==> src/rtl/rp8_pkg.sv <==
// rp8 shared definitions: widths, i/o map, flag masks and core types
package rp8_pkg;

  ////////////////////////////////////////////////////////////
  // sizes
  ////////////////////////////////////////////////////////////

  localparam int unsigned PAW  = 11; // program address, 2048 words
  localparam int unsigned IW   = 16; // instruction word
  localparam int unsigned NGPR = 32; // general registers

  ////////////////////////////////////////////////////////////
  // i/o map
  ////////////////////////////////////////////////////////////

  localparam logic [5:0] IOA_SREG     = 6'h3f; // status register
  localparam logic [5:0] IOA_SPR_BASE = 6'h38; // 0x38..0x3f stay inside the core

  // flags touched by an instruction class, bit order i t h s v n z c
  localparam logic [7:0] MSK_ARITH = 8'h3f; // h s v n z c
  localparam logic [7:0] MSK_LOGIC = 8'h1e; // s v n z, v comes out as 0

  ////////////////////////////////////////////////////////////
  // types
  ////////////////////////////////////////////////////////////

  // register file, addressed by byte or by even/odd pair
  typedef union packed {
    logic [NGPR-1:0][7:0]    idx;  // r31..r0
    logic [NGPR/2-1:0][15:0] pair; // r31:r30..r1:r0
  } gpr_t;

  // status register layout
  typedef struct packed {
    logic i; // global irq enable, kept only as storage here
    logic t; // bit copy storage
    logic h; // half carry
    logic s; // sign, n ^ v
    logic v; // two's complement overflow
    logic n; // negative
    logic z; // zero
    logic c; // carry / borrow
  } sreg_t;

  // alu operation select
  typedef enum logic [2:0] {
    ALU_ADD = 3'd0, // a + b + ci
    ALU_SUB = 3'd1, // a - b - ci
    ALU_AND = 3'd2,
    ALU_OR  = 3'd3,
    ALU_EOR = 3'd4,
    ALU_MOV = 3'd5  // pass b through
  } alu_mode_t;

  // fetch sequencing
  typedef enum logic [1:0] {
    FS_RESET = 2'd0, // bus idle
    FS_FIRST = 2'd1, // address 0 goes out, returned word is junk
    FS_RUN   = 2'd2  // one insn per ready cycle
  } fetch_state_t;

endpackage

==> src/rtl/rp8_alu.sv <==
// rp8 byte alu, add/sub with carry, logic ops, pass, and avr status flags
`timescale 1ns/1ns

module rp8_alu (
  input  rp8_pkg::alu_mode_t mode,
  input  logic [7:0]         a,   // destination operand
  input  logic [7:0]         b,   // source operand or immediate
  input  logic               ci,  // carry / borrow in
  output logic [7:0]         res,
  output rp8_pkg::sreg_t     flags
);
  import rp8_pkg::*;

  logic [8:0] sum;    // bit 8 is carry out, or borrow for sub
  logic       is_sub;
  logic       is_log; // and/or/eor

  ////////////////////////////////////////////////////////////
  // datapath
  ////////////////////////////////////////////////////////////

  always_comb begin
    sum    = '0;
    is_sub = 1'b0;
    is_log = 1'b0;
    case (mode)
      ALU_ADD: begin
        sum = {1'b0, a} + {1'b0, b} + {8'h00, ci};
        res = sum[7:0];
      end
      ALU_SUB: begin
        sum    = {1'b0, a} - {1'b0, b} - {8'h00, ci};
        res    = sum[7:0];
        is_sub = 1'b1;
      end
      ALU_AND: begin
        res    = a & b;
        is_log = 1'b1;
      end
      ALU_OR: begin
        res    = a | b;
        is_log = 1'b1;
      end
      ALU_EOR: begin
        res    = a ^ b;
        is_log = 1'b1;
      end
      default: res = b; // mov, ldi, in
    endcase
  end

  ////////////////////////////////////////////////////////////
  // flags
  ////////////////////////////////////////////////////////////

  always_comb begin
    flags.i = 1'b0; // never set from alu
    flags.t = 1'b0;
    if (is_sub) begin
      flags.h = ~a[3] & b[3] | b[3] & res[3] | res[3] & ~a[3]; // borrow from bit 3
      flags.v = a[7] & ~b[7] & ~res[7] | ~a[7] & b[7] & res[7];
    end else begin
      flags.h = a[3] & b[3] | b[3] & ~res[3] | ~res[3] & a[3];
      flags.v = a[7] & b[7] & ~res[7] | ~a[7] & ~b[7] & res[7];
    end
    if (is_log) begin
      flags.v = 1'b0;
    end
    flags.c = sum[8];
    flags.n = res[7];
    flags.z = ~|res;
    flags.s = flags.n ^ flags.v;
  end

endmodule

==> src/rtl/rp8_gpr.sv <==
// rp8 general register file, byte and pair write, two byte reads and one pair read
`timescale 1ns/1ns

module rp8_gpr (
  input  logic        clk,
  input  logic        we, // write enable
  input  logic        ww, // pair write, wa[0] ignored
  input  logic [4:0]  wa, // write address
  input  logic [4:0]  ra, // destination byte read
  input  logic [4:0]  rb, // source byte read, also selects the read pair
  input  logic [15:0] wd, // write data, low byte for byte writes
  output logic [7:0]  rd,
  output logic [7:0]  rr,
  output logic [15:0] rw
);
  import rp8_pkg::*;

  gpr_t regs;

  // plain storage, contents undefined until written
  always_ff @(posedge clk) begin
    if (we) begin
      if (ww) begin
        regs.pair[wa[4:1]] <= wd;
      end else begin
        regs.idx[wa] <= wd[7:0];
      end
    end
  end

  assign rd = regs.idx[ra];
  assign rr = regs.idx[rb];
  assign rw = regs.pair[rb[4:1]]; // movw source pair

endmodule

==> src/rtl/rp8_pc.sv <==
// rp8 program counter with next fetch address select
`timescale 1ns/1ns

module rp8_pc (
  input  logic                      clk,
  input  logic                      rst,
  input  logic                      pc_load, // advance to bp_adr
  input  logic                      insn_ok, // word executes this cycle
  input  logic                      br_en,   // rjmp taken
  input  logic signed [11:0]        br_off,  // word offset from pc + 1
  output logic [rp8_pkg::PAW-1:0]   bp_adr
);
  import rp8_pkg::*;

  logic [PAW-1:0] pc;     // address of the word now on the bus
  logic [PAW-1:0] pc_inc;
  logic [PAW-1:0] pc_tgt;

  assign pc_inc = pc + 1'b1;
  assign pc_tgt = pc_inc + br_off[PAW-1:0]; // wraps inside program space

  // branch, sequential, or hold the outstanding address while stalled
  assign bp_adr = (insn_ok & br_en) ? pc_tgt :
                  pc_load           ? pc_inc : pc;

  always_ff @(posedge clk, posedge rst) begin
    if (rst) begin
      pc <= '1; // so the first increment lands on 0
    end else if (pc_load) begin
      pc <= bp_adr;
    end
  end

endmodule

==> src/rtl/rp8_fetch_fsm.sv <==
// rp8 fetch sequencer, steps reset/first/run and qualifies the program word
`timescale 1ns/1ns

module rp8_fetch_fsm (
  input  logic clk,
  input  logic rst,
  input  logic bp_rdy,  // word on bp_rdt belongs to the outstanding address
  output logic bp_vld,  // fetch request
  output logic pc_load, // pc takes bp_adr this edge
  output logic insn_ok  // current word is executed
);
  import rp8_pkg::*;

  fetch_state_t state;
  fetch_state_t state_nxt;

  ////////////////////////////////////////////////////////////
  // state register
  ////////////////////////////////////////////////////////////

  always_comb begin
    case (state)
      FS_RESET: state_nxt = FS_FIRST;
      FS_FIRST: state_nxt = FS_RUN; // no word to wait for yet
      default:  state_nxt = FS_RUN; // run forever
    endcase
  end

  always_ff @(posedge clk, posedge rst) begin
    if (rst) begin
      state <= FS_RESET;
    end else begin
      state <= state_nxt;
    end
  end

  ////////////////////////////////////////////////////////////
  // outputs
  ////////////////////////////////////////////////////////////

  assign bp_vld  = (state != FS_RESET);
  assign insn_ok = (state == FS_RUN) & bp_rdy;
  assign pc_load = (state == FS_FIRST) | insn_ok; // first fetch, then each accepted word

endmodule

==> src/rtl/rp8_spr_io.sv <==
// rp8 status register and i/o port, sreg mapped internally at 0x3f
`timescale 1ns/1ns

module rp8_spr_io (
  input  logic           clk,
  input  logic           rst,
  input  logic           we,        // out executes
  input  logic           re,        // in executes
  input  logic [5:0]     ad,
  input  logic [7:0]     wd,        // out source register
  input  rp8_pkg::sreg_t alu_flags,
  input  rp8_pkg::sreg_t mask,      // flags the current insn updates
  input  logic [7:0]     io_rdt,
  output rp8_pkg::sreg_t sreg,
  output logic [7:0]     io_val,    // read value seen by in
  output logic [7:0]     io_wdt,
  output logic [5:0]     io_adr,
  output logic           io_wen,
  output logic           io_ren
);
  import rp8_pkg::*;

  logic ext; // address lies on the external bus

  // out to sreg wins over the flag merge
  always_ff @(posedge clk, posedge rst) begin
    if (rst) begin
      sreg <= '0;
    end else if (we && (ad == IOA_SREG)) begin
      sreg <= wd;
    end else begin
      sreg <= (alu_flags & mask) | (sreg & ~mask);
    end
  end

  assign ext    = (ad < IOA_SPR_BASE);
  assign io_wen = we & ext;
  assign io_ren = re & ext;
  assign io_adr = ad;
  assign io_wdt = wd;

  assign io_val = (ad == IOA_SREG) ? sreg : io_rdt;

endmodule

==> src/rtl/rp8_decoder.sv <==
// rp8 instruction decoder, one program word to register, alu, status, i/o and branch controls
`timescale 1ns/1ns

module rp8_decoder (
  input  logic [rp8_pkg::IW-1:0] insn,
  input  logic                   insn_ok,  // qualifies every enable
  input  logic [7:0]             rd,
  input  logic [7:0]             rr,
  input  logic [15:0]            rw,
  input  logic                   sreg_c,
  input  logic [7:0]             io_val,
  output rp8_pkg::alu_mode_t     alu_mode,
  output logic [7:0]             alu_a,
  output logic [7:0]             alu_b,
  output logic                   alu_ci,
  output logic                   gpr_we,
  output logic                   gpr_ww,
  output logic [4:0]             gpr_wa,
  output logic [4:0]             gpr_ra,
  output logic [4:0]             gpr_rb,
  output logic [15:0]            gpr_wd,   // move data for in and movw
  output logic                   gpr_wsel_io,
  output logic                   gpr_wsel_pair,
  output rp8_pkg::sreg_t         srg_mask,
  output logic                   iou_we,
  output logic                   iou_re,
  output logic [5:0]             iou_ad,
  output logic                   br_en,
  output logic signed [11:0]     br_off
);
  import rp8_pkg::*;

  logic [4:0] db;  // full range byte, rd field
  logic [4:0] rb;  // full range byte, rr field
  logic [4:0] dh;  // upper half, immediate ops
  logic [7:0] kb;  // 8 bit immediate
  logic       imm; // cpi/sbci/subi/ori/andi/ldi
  // raw controls, qualified at the bottom
  logic       we_raw;
  logic       iow_raw;
  logic       ior_raw;
  logic       br_raw;
  sreg_t      msk_raw;

  assign db  = insn[8:4];
  assign rb  = {insn[9], insn[3:0]};
  assign dh  = {1'b1, insn[7:4]};
  assign kb  = {insn[11:8], insn[3:0]};
  assign imm = (insn[15:12] inside {4'h3, 4'h4, 4'h5, 4'h6, 4'h7, 4'he});

  assign alu_a  = rd;
  assign alu_b  = imm ? kb : rr;
  assign iou_ad = {insn[10:9], insn[3:0]};
  assign br_off = insn[11:0];
  assign gpr_wd = gpr_wsel_pair ? rw : {8'h00, io_val};

  ////////////////////////////////////////////////////////////
  // pattern match, first hit wins, anything else is a nop
  ////////////////////////////////////////////////////////////

  always_comb begin
    alu_mode      = ALU_MOV;
    alu_ci        = 1'b0;
    we_raw        = 1'b0;
    gpr_ww        = 1'b0;
    gpr_wa        = imm ? dh : db;
    gpr_ra        = imm ? dh : db;
    gpr_rb        = rb;
    gpr_wsel_io   = 1'b0;
    gpr_wsel_pair = 1'b0;
    msk_raw       = '0;
    iow_raw       = 1'b0;
    ior_raw       = 1'b0;
    br_raw        = 1'b0;
    casez (insn)
      16'b0000_0001_????_????: begin // movw, pairs given by field * 2
        we_raw        = 1'b1;
        gpr_ww        = 1'b1;
        gpr_wa        = {insn[7:4], 1'b0};
        gpr_rb        = {insn[3:0], 1'b0};
        gpr_wsel_pair = 1'b1;
      end
      16'b000?_11??_????_????: begin // add, adc
        alu_mode = ALU_ADD;
        alu_ci   = sreg_c & insn[12];
        we_raw   = 1'b1;
        msk_raw  = MSK_ARITH;
      end
      16'b000?_01??_????_????, // cpc, cp
      16'b000?_10??_????_????, // sbc, sub
      16'b0011_????_????_????, // cpi
      16'b010?_????_????_????: begin // sbci, subi
        alu_mode = ALU_SUB;
        alu_ci   = sreg_c & ~insn[12]; // carry forms have bit 12 clear
        we_raw   = imm ? insn[14] : insn[11]; // compares write nothing
        msk_raw  = MSK_ARITH;
      end
      16'b0010_00??_????_????, 16'b0111_????_????_????: begin // and, andi
        alu_mode = ALU_AND;
        we_raw   = 1'b1;
        msk_raw  = MSK_LOGIC;
      end
      16'b0010_10??_????_????, 16'b0110_????_????_????: begin // or, ori
        alu_mode = ALU_OR;
        we_raw   = 1'b1;
        msk_raw  = MSK_LOGIC;
      end
      16'b0010_01??_????_????: begin // eor
        alu_mode = ALU_EOR;
        we_raw   = 1'b1;
        msk_raw  = MSK_LOGIC;
      end
      16'b0010_11??_????_????, 16'b1110_????_????_????: begin // mov, ldi via pass
        we_raw = 1'b1;
      end
      16'b1011_0???_????_????: begin // in
        we_raw      = 1'b1;
        gpr_wsel_io = 1'b1;
        ior_raw     = 1'b1;
      end
      16'b1011_1???_????_????: iow_raw = 1'b1; // out, source on ra
      16'b1100_????_????_????: br_raw  = 1'b1; // rjmp
      default: ;
    endcase
  end

  // nothing acts unless the word is accepted
  assign gpr_we   = insn_ok & we_raw;
  assign iou_we   = insn_ok & iow_raw;
  assign iou_re   = insn_ok & ior_raw;
  assign br_en    = insn_ok & br_raw;
  assign srg_mask = insn_ok ? msk_raw : '0;

endmodule

==> src/rtl/rp8_core.sv <==
// rp8 core top, fetch, decode, register file, alu and status/io units
`timescale 1ns/1ns

module rp8_core (
  input  logic                      clk,
  input  logic                      rst,
  // program bus
  output logic                      bp_vld,
  output logic [rp8_pkg::PAW-1:0]   bp_adr,
  input  logic [rp8_pkg::IW-1:0]    bp_rdt,
  input  logic                      bp_rdy,
  // i/o bus
  output logic                      io_wen,
  output logic                      io_ren,
  output logic [5:0]                io_adr,
  output logic [7:0]                io_wdt,
  input  logic [7:0]                io_rdt
);
  import rp8_pkg::*;

  logic               pc_load;
  logic               insn_ok;
  // alu
  alu_mode_t          alu_mode;
  logic [7:0]         alu_a;
  logic [7:0]         alu_b;
  logic               alu_ci;
  logic [7:0]         alu_res;
  sreg_t              alu_flags;
  // registers
  logic               gpr_we;
  logic               gpr_ww;
  logic [4:0]         gpr_wa;
  logic [4:0]         gpr_ra;
  logic [4:0]         gpr_rb;
  logic [15:0]        gpr_wd;
  logic [15:0]        gpr_wdat;
  logic               gpr_wsel_io;
  logic               gpr_wsel_pair;
  logic [7:0]         rd;
  logic [7:0]         rr;
  logic [15:0]        rw;
  // status, i/o, branch
  sreg_t              srg_mask;
  sreg_t              sreg;
  logic               iou_we;
  logic               iou_re;
  logic [5:0]         iou_ad;
  logic [7:0]         io_val;
  logic               br_en;
  logic signed [11:0] br_off;

  ////////////////////////////////////////////////////////////
  // fetch
  ////////////////////////////////////////////////////////////

  rp8_fetch_fsm u_fetch (
    .clk     (clk),
    .rst     (rst),
    .bp_rdy  (bp_rdy),
    .bp_vld  (bp_vld),
    .pc_load (pc_load),
    .insn_ok (insn_ok)
  );

  rp8_pc u_pc (
    .clk     (clk),
    .rst     (rst),
    .pc_load (pc_load),
    .insn_ok (insn_ok),
    .br_en   (br_en),
    .br_off  (br_off),
    .bp_adr  (bp_adr)
  );

  ////////////////////////////////////////////////////////////
  // decode and execute
  ////////////////////////////////////////////////////////////

  rp8_decoder u_dec (
    .insn          (bp_rdt),
    .insn_ok       (insn_ok),
    .rd            (rd),
    .rr            (rr),
    .rw            (rw),
    .sreg_c        (sreg.c),
    .io_val        (io_val),
    .alu_mode      (alu_mode),
    .alu_a         (alu_a),
    .alu_b         (alu_b),
    .alu_ci        (alu_ci),
    .gpr_we        (gpr_we),
    .gpr_ww        (gpr_ww),
    .gpr_wa        (gpr_wa),
    .gpr_ra        (gpr_ra),
    .gpr_rb        (gpr_rb),
    .gpr_wd        (gpr_wd),
    .gpr_wsel_io   (gpr_wsel_io),
    .gpr_wsel_pair (gpr_wsel_pair),
    .srg_mask      (srg_mask),
    .iou_we        (iou_we),
    .iou_re        (iou_re),
    .iou_ad        (iou_ad),
    .br_en         (br_en),
    .br_off        (br_off)
  );

  // register write data, moves bypass the alu result
  assign gpr_wdat = (gpr_wsel_io | gpr_wsel_pair) ? gpr_wd : {8'h00, alu_res};

  rp8_gpr u_gpr (
    .clk (clk),
    .we  (gpr_we),
    .ww  (gpr_ww),
    .wa  (gpr_wa),
    .ra  (gpr_ra),
    .rb  (gpr_rb),
    .wd  (gpr_wdat),
    .rd  (rd),
    .rr  (rr),
    .rw  (rw)
  );

  rp8_alu u_alu (
    .mode  (alu_mode),
    .a     (alu_a),
    .b     (alu_b),
    .ci    (alu_ci),
    .res   (alu_res),
    .flags (alu_flags)
  );

  rp8_spr_io u_spr_io (
    .clk       (clk),
    .rst       (rst),
    .we        (iou_we),
    .re        (iou_re),
    .ad        (iou_ad),
    .wd        (rd),        // out source register
    .alu_flags (alu_flags),
    .mask      (srg_mask),
    .io_rdt    (io_rdt),
    .sreg      (sreg),
    .io_val    (io_val),
    .io_wdt    (io_wdt),
    .io_adr    (io_adr),
    .io_wen    (io_wen),
    .io_ren    (io_ren)
  );

endmodule

==> config.mk <==
export PLATFORM = sky130hd
export DESIGN_NAME = rp8_core
export DESIGN_NICKNAME = d
export VERILOG_FILES = /design/src/rtl/rp8_pkg.sv /design/src/rtl/rp8_alu.sv /design/src/rtl/rp8_gpr.sv /design/src/rtl/rp8_pc.sv /design/src/rtl/rp8_fetch_fsm.sv /design/src/rtl/rp8_spr_io.sv /design/src/rtl/rp8_decoder.sv /design/src/rtl/rp8_core.sv
export SDC_FILE = /design/constraint.sdc
export NUM_CORES = 1
export LEC_CHECK = 0
export BUFFER_PORTS_ARGS = -buffer_cell sky130_fd_sc_hd__buf_2
export CAP_MARGIN = 15
export CORE_AREA = 2 2 233 235
export DETAILED_ROUTE_END_ITERATION = 16
export DIE_AREA = 0 0 235 237
export PLACE_DENSITY_LB_ADDON = 0.3
export SYNTH_ARGS = -nofsm -noshare
export SYNTH_HDL_FRONTEND = slang
export SYNTH_SLANG_ARGS = --single-unit
==> constraint.sdc <==
create_clock -name clk -period 6.9 [get_ports clk]
set_clock_uncertainty 0.2 [all_clocks]
set_input_delay 0.69 -clock clk [delete_from_list [all_inputs] [get_ports clk]]
set_output_delay 0.69 -clock clk [all_outputs]
set_load 0.01 [all_outputs]
==> impl_metrics.toml, run 1 <==
[status]
status = "finished, final reports clean"

[logic_synthesis]
synth_common_cells = "sky130_fd_sc_hd__edfxtp_1, sky130_fd_sc_hd__nor2_1, sky130_fd_sc_hd__nand2_1, sky130_fd_sc_hd__o22ai_1, sky130_fd_sc_hd__a21oi_1"
netlist_area_sq_um = 21000
synth_top_area_frac = 0.366
yosys.cell_count.top_type = "sky130_fd_sc_hd__edfxtp_1"
post_synth_main_area_contributors = "sky130_fd_sc_hd__edfxtp_1, sky130_fd_sc_hd__mux4_2, sky130_fd_sc_hd__nor2_1"
ys_seq_elements = 277
post_synth_num_cell_types = 89
synth-seq-area-share = 0.392
post-synth-top-area-cell = "sky130_fd_sc_hd__edfxtp_1"
post_synth_net_total = 2235
synth-edff-count = 256
fraction_of_synthesis_flops_using_an_asynchronous_set_or_reset_pin = 0.0758
instance_count_of_the_mapped_netlist = 2162
ys_dominant_reg_cell = "sky130_fd_sc_hd__edfxtp_1"
post_synth.cell_area_avg_sq_um = 9.71
yosys_warnings = 0

[floorplanning]
start_util = 0.394
dieHeight_microns = 237
fp.coreArea_sq_um = 53300
floorplan.die_area_sq_um = 55700
top_level_ports = 55
die-width_microns = 235
num_rows = 85

[clocking]
clk_transition_reported_paths_ns = 0.07
clk_latency_ns = 0.58
cts.repair.resized = 0
ctsLongestPathBuffers = 3
tritoncts_clock_tree = "yes"
clock_tree.root_cell = "sky130_fd_sc_hd__clkbuf_16"
ctsHtreeMaxLevel = 2
cts_buffers = 34
numClockSinks = 277
cts_hold_repair.buffers = 0
post_cts_setup_buffer_count = 0

[worst_setup_path]
path_max_fanout = 21
criticalPathCategory = "input port to flip-flop"
critPathRequiredTime_ns = 7.14
endpoint_kind = "flip-flop"
reg2reg_depth = 22
r2r-end = "u_gpr.regs[254]"
critical_path.reg2reg.startpoint = "u_gpr.regs[240]"
setup.worst_path.start_class = "input port"
worst-endpoint-arrival_ns = 6.97
r2r_slack_ns = 1.00

[pwr]
power.combinational.fraction = 0.312
ir_drop_mv = 0.159
power_uw = 5440
clockPowerShare = 0.331
internal-power_uw = 3520
power_frac_seq = 0.357
power.share.switching = 0.352
total_leakage_power_uw = 0.00853
sw_pwr_uw = 1920
power.density_cell_area_nw_per_um2 = 227

[sta]
finalHoldViolCount = 0
setup_violations = 0
fin_crit_sh = 0.975
rsz_0062_raised_after_global_routing = "false"
fmax_mhz = 149
timing.final.max_slew_violations = 0
layout_setup_ws_ns = 0.176
timing.max_slew.rel_slack = 0.205
worst_pin_slew_ns = 1.18
final.min_clock_period_ns = 6.72

[final_layout]
areaGrowthSynthToFinish_pct = 14.2
nNetsFinal = 2300
fin_cells = 2947
final_area_sq_um = 24000
nFillCells = 5035
post_route_cells_drive_above_1_share = 0.199
final_util = 0.450
antenna_cells = 0

[routing]
route.detailed.drc = 0
vias_per_cell = 7.09
detail_route.wl_per_cell_microns = 35.2
drt_pre_antenna_iters = 8
detailroute.via_count = 20900
wl_mm = 104
drtIter0Drc = 3450
ant_nets = 0

[place]
port-buffer-count = 54
placedInstanceArea_sq_um = 22900
dp_slack_ns = -0.0706
placedCellCount = 2887
detailed_place_hpwl_mm = 79.0
globalplace.congestion = 1.08

[global_routing]
globalRouteOverflowTotal = 0
combined_global_route_utilization_of_all_metal_layers = 0.365
pin_count_of_the_biggest_net_entering_global_routing = 44
antenna_found_initial = 1
wire_length_of_the_first_global_routing_pass_mm = 146
number_of_global_route_vias_before_repair = 19500

[flow_run]
drv_cap = 0

[hold_path]
timing.hold.worst.class = "input port to async pin"
==> routing by layer <==
layer | track usage | part of all wire
met4 | 0.187 | 0.062
met5 | 0 | 0.00011
met1 | 0.484 | 0.38
met3 | 0.0872 | 0.12
met2 | 0.557 | 0.44
==> cells in the final DEF, fill, tap and decap left out, types with 11 or more instances in the layout <==
master,n
sky130_fd_sc_hd__o21ai_0,74
sky130_fd_sc_hd__a21o_1,17
sky130_fd_sc_hd__nor3_1,53
sky130_fd_sc_hd__inv_1,57
sky130_fd_sc_hd__or3_1,15
sky130_fd_sc_hd__buf_12,17
sky130_fd_sc_hd__nor2b_1,19
sky130_fd_sc_hd__a311oi_1,25
sky130_fd_sc_hd__a211oi_1,79
sky130_fd_sc_hd__nand4_1,18
sky130_fd_sc_hd__dfstp_2,11
sky130_fd_sc_hd__mux4_2,95
sky130_fd_sc_hd__xor2_1,19
sky130_fd_sc_hd__o211ai_1,31
sky130_fd_sc_hd__nor2_1,219
sky130_fd_sc_hd__mux2i_1,64
sky130_fd_sc_hd__a21oi_1,105
sky130_fd_sc_hd__nand3_1,68
sky130_fd_sc_hd__ha_1,41
sky130_fd_sc_hd__edfxtp_1,256
sky130_fd_sc_hd__and2_1,13
sky130_fd_sc_hd__buf_2,51
sky130_fd_sc_hd__xnor2_1,18
sky130_fd_sc_hd__buf_4,159
sky130_fd_sc_hd__and3_1,53
sky130_fd_sc_hd__clkbuf_16,34
sky130_fd_sc_hd__nand2_1,214
sky130_fd_sc_hd__nand2b_1,11
sky130_fd_sc_hd__o31ai_1,21
sky130_fd_sc_hd__a31oi_1,26
sky130_fd_sc_hd__o22ai_1,111
sky130_fd_sc_hd__nor2_4,12
==> power by group through the flow <==
stage / clock network, uW / logic, uW / registers [uW]
final: 1800 / 1700 / 1940
after global placement: 0 / 1640 / 1970
after global routing: 1860 / 1800 / 1950
after detailed placement: 0 / 1650 / 1980
after CTS: 1800 / 1660 / 1940
after floorplan: 0 / 1050 / 1960
==> critical path, stage by stage <==
cell	delay, ns
sky130_fd_sc_hd__buf_2	0.10
sky130_fd_sc_hd__buf_4	0.19
sky130_fd_sc_hd__nor4b_2	0.58
sky130_fd_sc_hd__buf_12	0.24
sky130_fd_sc_hd__nand2_1	0.30
sky130_fd_sc_hd__a21oi_2	0.53
sky130_fd_sc_hd__buf_4	0.24
sky130_fd_sc_hd__nor4b_1	0.06
sky130_fd_sc_hd__o21ai_0	0.50
sky130_fd_sc_hd__buf_4	0.25
sky130_fd_sc_hd__a41oi_1	0.33
sky130_fd_sc_hd__ha_1	0.32
sky130_fd_sc_hd__inv_1	0.06
sky130_fd_sc_hd__ha_1	0.23
sky130_fd_sc_hd__o21ai_0	0.09
sky130_fd_sc_hd__nand2b_1	0.12
sky130_fd_sc_hd__a31oi_1	0.27
sky130_fd_sc_hd__xnor2_1	0.12
sky130_fd_sc_hd__a21oi_1	0.15
sky130_fd_sc_hd__a211oi_1	0.13
sky130_fd_sc_hd__or4_4	0.59
sky130_fd_sc_hd__buf_4	0.18
sky130_fd_sc_hd__o32ai_1	0.45
sky130_fd_sc_hd__buf_4	0.20
==> flip-flops by register name, summed over array words and instances, names as in the netlist, named ones only <==
| signal | flops |
|---|---|
| u_gpr.regs | 256 |
| u_fetch.state | 2 |
| u_spr_io.sreg | 2 |
| u_pc.pc | 11 |
==> cells by family (layout without fill, tap and decap cells) <==
group | Yosys count | count (layout) | share of synthesized area
DFF | 277 | 277 | 0.392
xor gates and xnor gates | 37 | 37 | 0.0154
and+or+nand+nor | 749 | 749 | 0.170
buffers and inverters | 258 | 347 | 0.0526
AOI/OAI and AO/OA | 627 | 627 | 0.204
muxes | 168 | 168 | 0.137
adders and majority gates | 46 | 46 | 0.0292
==> final cells by class <==
class	count	area (sq um)	area share
Multi-Input combinational cell	1627	11800	0.491
Clock buffer	37	862	0.0359
Timing Repair Buffer	227	1790	0.0746
Clock inverter	23	243	0.0101
Inverter	60	225	0.00939
Tap cell	696	871	0.0363
Sequential cell	277	8230	0.343
==> through the flow <==
step | hold WS (ns) | TNS [ns]
5_1_grt | 0.184 | 0
4_1_cts | 0.131 | 0
3_5_place_dp | 0.276 | -0.697
3_3_place_gp | 0.262 | 0
6_report | 0.101 | 0
2_1_floorplan | 0.251 | 0
==> worst max-delay path by stage <==
stage                          start  cells past startpoint         endpoint
after floorplan            bp_rdt[4]                     21  u_gpr.regs[198]
after global routing      bp_rdt[13]                     23  u_gpr.regs[254]
after global placement    bp_rdt[13]                     24  u_gpr.regs[254]
final                     bp_rdt[13]                     24  u_gpr.regs[254]
after CTS                 bp_rdt[13]                     24  u_gpr.regs[254]
after detailed placement  bp_rdt[13]                     24  u_gpr.regs[174]
Power figures use the tool's default switching activity.
==> inputs of run 2 (changes only) <==
--- a/config.mk
+++ b/config.mk
@@ -7,9 +7,9 @@
 export LEC_CHECK = 0
 export BUFFER_PORTS_ARGS = -buffer_cell sky130_fd_sc_hd__buf_2
 export CAP_MARGIN = 15
-export CORE_AREA = 2 2 233 235
+export CORE_AREA = 2 2 268 270
 export DETAILED_ROUTE_END_ITERATION = 16
-export DIE_AREA = 0 0 235 237
+export DIE_AREA = 0 0 270 272
 export PLACE_DENSITY_LB_ADDON = 0.3
 export SYNTH_ARGS = -nofsm -noshare
 export SYNTH_HDL_FRONTEND = slang
==> run 2 against run 1 <==
Compared with the run above:
- final area is 1.5% higher
- critical endpoint is now u_gpr.regs[15]
- non-clock buffer count is 4 higher
- clock-buffer cell count stayed put
- highest routed layer unchanged
- fmax is 1.3% higher
- largest cell class unchanged
- worst setup slack better by 0.088 ns
==> impl_metrics.toml, run 2 (synthesized netlist as in run 1, its figures left out) <==
[status]
status = "finished, final reports clean"

[final_layout]
final_util = 0.344
layout.cells.most_common = "sky130_fd_sc_hd__edfxtp_1"
areaGrowthSynthToFinish_pct = 15.9
largest_reg_flops = 256
post_route_cells_drive_above_1_share = 0.201
layout_common_cells = "sky130_fd_sc_hd__edfxtp_1, sky130_fd_sc_hd__nor2_1, sky130_fd_sc_hd__nand2_1"
nNetsFinal = 2304

[flow_run]
drv_cap = 0

[clocking]
clk_latency_ns = 0.57
ctsLongestPathBuffers = 3
clock_tree.root_cell = "sky130_fd_sc_hd__clkbuf_16"
tritoncts_clock_tree = "yes"
clk_transition_reported_paths_ns = 0.07
ctsHtreeMaxLevel = 2
numClockSinks = 277
cts_hold_repair.buffers = 0
cts_buffers = 34
cts.repair.resized = 0
post_cts_setup_buffer_count = 0

[worst_setup_path]
worst-endpoint-arrival_ns = 6.68
r2r-end = "u_gpr.regs[174]"
r2r_slack_ns = 0.96
path_max_fanout = 30
setup.worst_path.start_class = "input port"
endpoint_kind = "flip-flop"
critPathRequiredTime_ns = 6.94
critical_path.reg2reg.startpoint = "u_gpr.regs[240]"
reg2reg_depth = 22
criticalPathCategory = "input port to flip-flop"

[sta]
fin_hold_ws_ns = 0.143
finalHoldViolCount = 0
worst_pin_slew_ns = 1.30
rsz_0062_raised_after_global_routing = "false"
layout_setup_ws_ns = 0.263
timing.max_slew.rel_slack = 0.132
fmax_mhz = 151
timing.final.max_slew_violations = 0
finalSetupTns_ns = 0
setup_violations = 0
fin_crit_sh = 0.962
final.min_clock_period_ns = 6.64

[floorplanning]
floorplan.die_area_sq_um = 73400
top_level_ports = 55
die-width_microns = 270
fp.coreArea_sq_um = 70800
start_util = 0.297
num_rows = 98
dieHeight_microns = 272

[global_routing]
combined_global_route_utilization_of_all_metal_layers = 0.292
number_of_global_route_vias_before_repair = 19600
pin_count_of_the_biggest_net_entering_global_routing = 35
antenna_found_initial = 2
wire_length_of_the_first_global_routing_pass_mm = 154
globalRouteOverflowTotal = 0

[routing]
drtIter0Drc = 3303
detail_route.wl_per_cell_microns = 34.2
detailroute.via_count = 20700
route.detailed.drc = 0
vias_per_cell = 6.46
drt_pre_antenna_iters = 6
ant_nets = 0
wl_mm = 110

[place]
detailed_place_hpwl_mm = 83.5
port-buffer-count = 54
dp_slack_ns = -0.0983
globalplace.congestion = 1.05

[pwr]
ir_drop_mv = 0.167
power.density_cell_area_nw_per_um2 = 228
total_leakage_power_uw = 0.00856

[hold_path]
timing.hold.worst.class = "input port to async pin"
[run 2: changes by cell type in the layout (fill, tap and decap cells not counted), sizes merged]
cell and delta:
diode +6, buf +4, clkinvlp -2, inv +3, bufinv +2, clkinv -5
[run 2: where the power goes]
group / switching, uW / internal (uW)
sequential: 53.8 / 1890
combinational: 1080 / 650
clock: 801 / 1060
total: 1940 / 3600
[run 2: worst max-delay path by stage]
stage / start / endpoint / slack [ns] / depth (start not counted)
after global routing: bp_rdt[13] / u_gpr.regs[63] / 0.02 / 24
after CTS: bp_rdt[13] / u_gpr.regs[15] / 0.45 / 24
after global placement: bp_rdt[13] / u_gpr.regs[239] / -0.07 / 24
after detailed placement: bp_rdt[13] / u_gpr.regs[15] / -0.1 / 24
after floorplan: bp_rdt[4] / u_gpr.regs[198] / 0.40 / 21
final: bp_rdt[13] / u_gpr.regs[15] / 0.26 / 24
[run 2: final cells by class]
class                   count  area, sq um
clock buffers              37          862
repair buffers            231         1790
multi-input cells        1627        11800
flip-flops and latches    277         8230
diodes                      6         15.0
inverters                  60          225
clock inverters            21          238
fillers                  7271        46400
well taps                 950         1190
[run 2: routing by layer]
| layer | up-vias | global-route usage | routed length (microns) |
|---|---|---|---|
| li1 | 8537 | - | - |
| met1 | 10300 | 0.381 | 43000 |
| met2 | 1548 | 0.456 | 48900 |
| met3 | 304 | 0.0675 | 11700 |
| met4 | 2 | 0.140 | 6300 |
| met5 | - | 0 | 12 |
[run 2: worst max-delay path, stage by stage]
cell and delay, ns:
sky130_fd_sc_hd__buf_2 0.13, sky130_fd_sc_hd__or4b_1 0.76, sky130_fd_sc_hd__nor3_2 0.62, sky130_fd_sc_hd__buf_4 0.29, sky130_fd_sc_hd__nor4_1 0.06, sky130_fd_sc_hd__nor4_1 0.60, sky130_fd_sc_hd__mux2i_1 0.16, sky130_fd_sc_hd__o32ai_1 0.32
sky130_fd_sc_hd__buf_4 0.19, sky130_fd_sc_hd__a311oi_1 0.04, sky130_fd_sc_hd__buf_4 0.17, sky130_fd_sc_hd__ha_1 0.29, sky130_fd_sc_hd__nor2b_1 0.14, sky130_fd_sc_hd__o21ai_0 0.23, sky130_fd_sc_hd__a21oi_1 0.11, sky130_fd_sc_hd__o21a_1 0.21
sky130_fd_sc_hd__o41ai_1 0.38, sky130_fd_sc_hd__buf_4 0.19, sky130_fd_sc_hd__mux2i_1 0.17, sky130_fd_sc_hd__a32oi_1 0.10, sky130_fd_sc_hd__buf_4 0.23, sky130_fd_sc_hd__o21ai_2 0.17, sky130_fd_sc_hd__buf_12 0.26, sky130_fd_sc_hd__o22ai_1 0.13
[run 2: through the flow]
step                      power (uW)  area [sq um]  std cells
after floorplan                 3010         21000       2162
after global placement          3660         23200       3145
after detailed placement        3670         23200       3145
after CTS                       5520         24300       3203
after global routing            5730         24300       3203
final                           5540         24300       3209
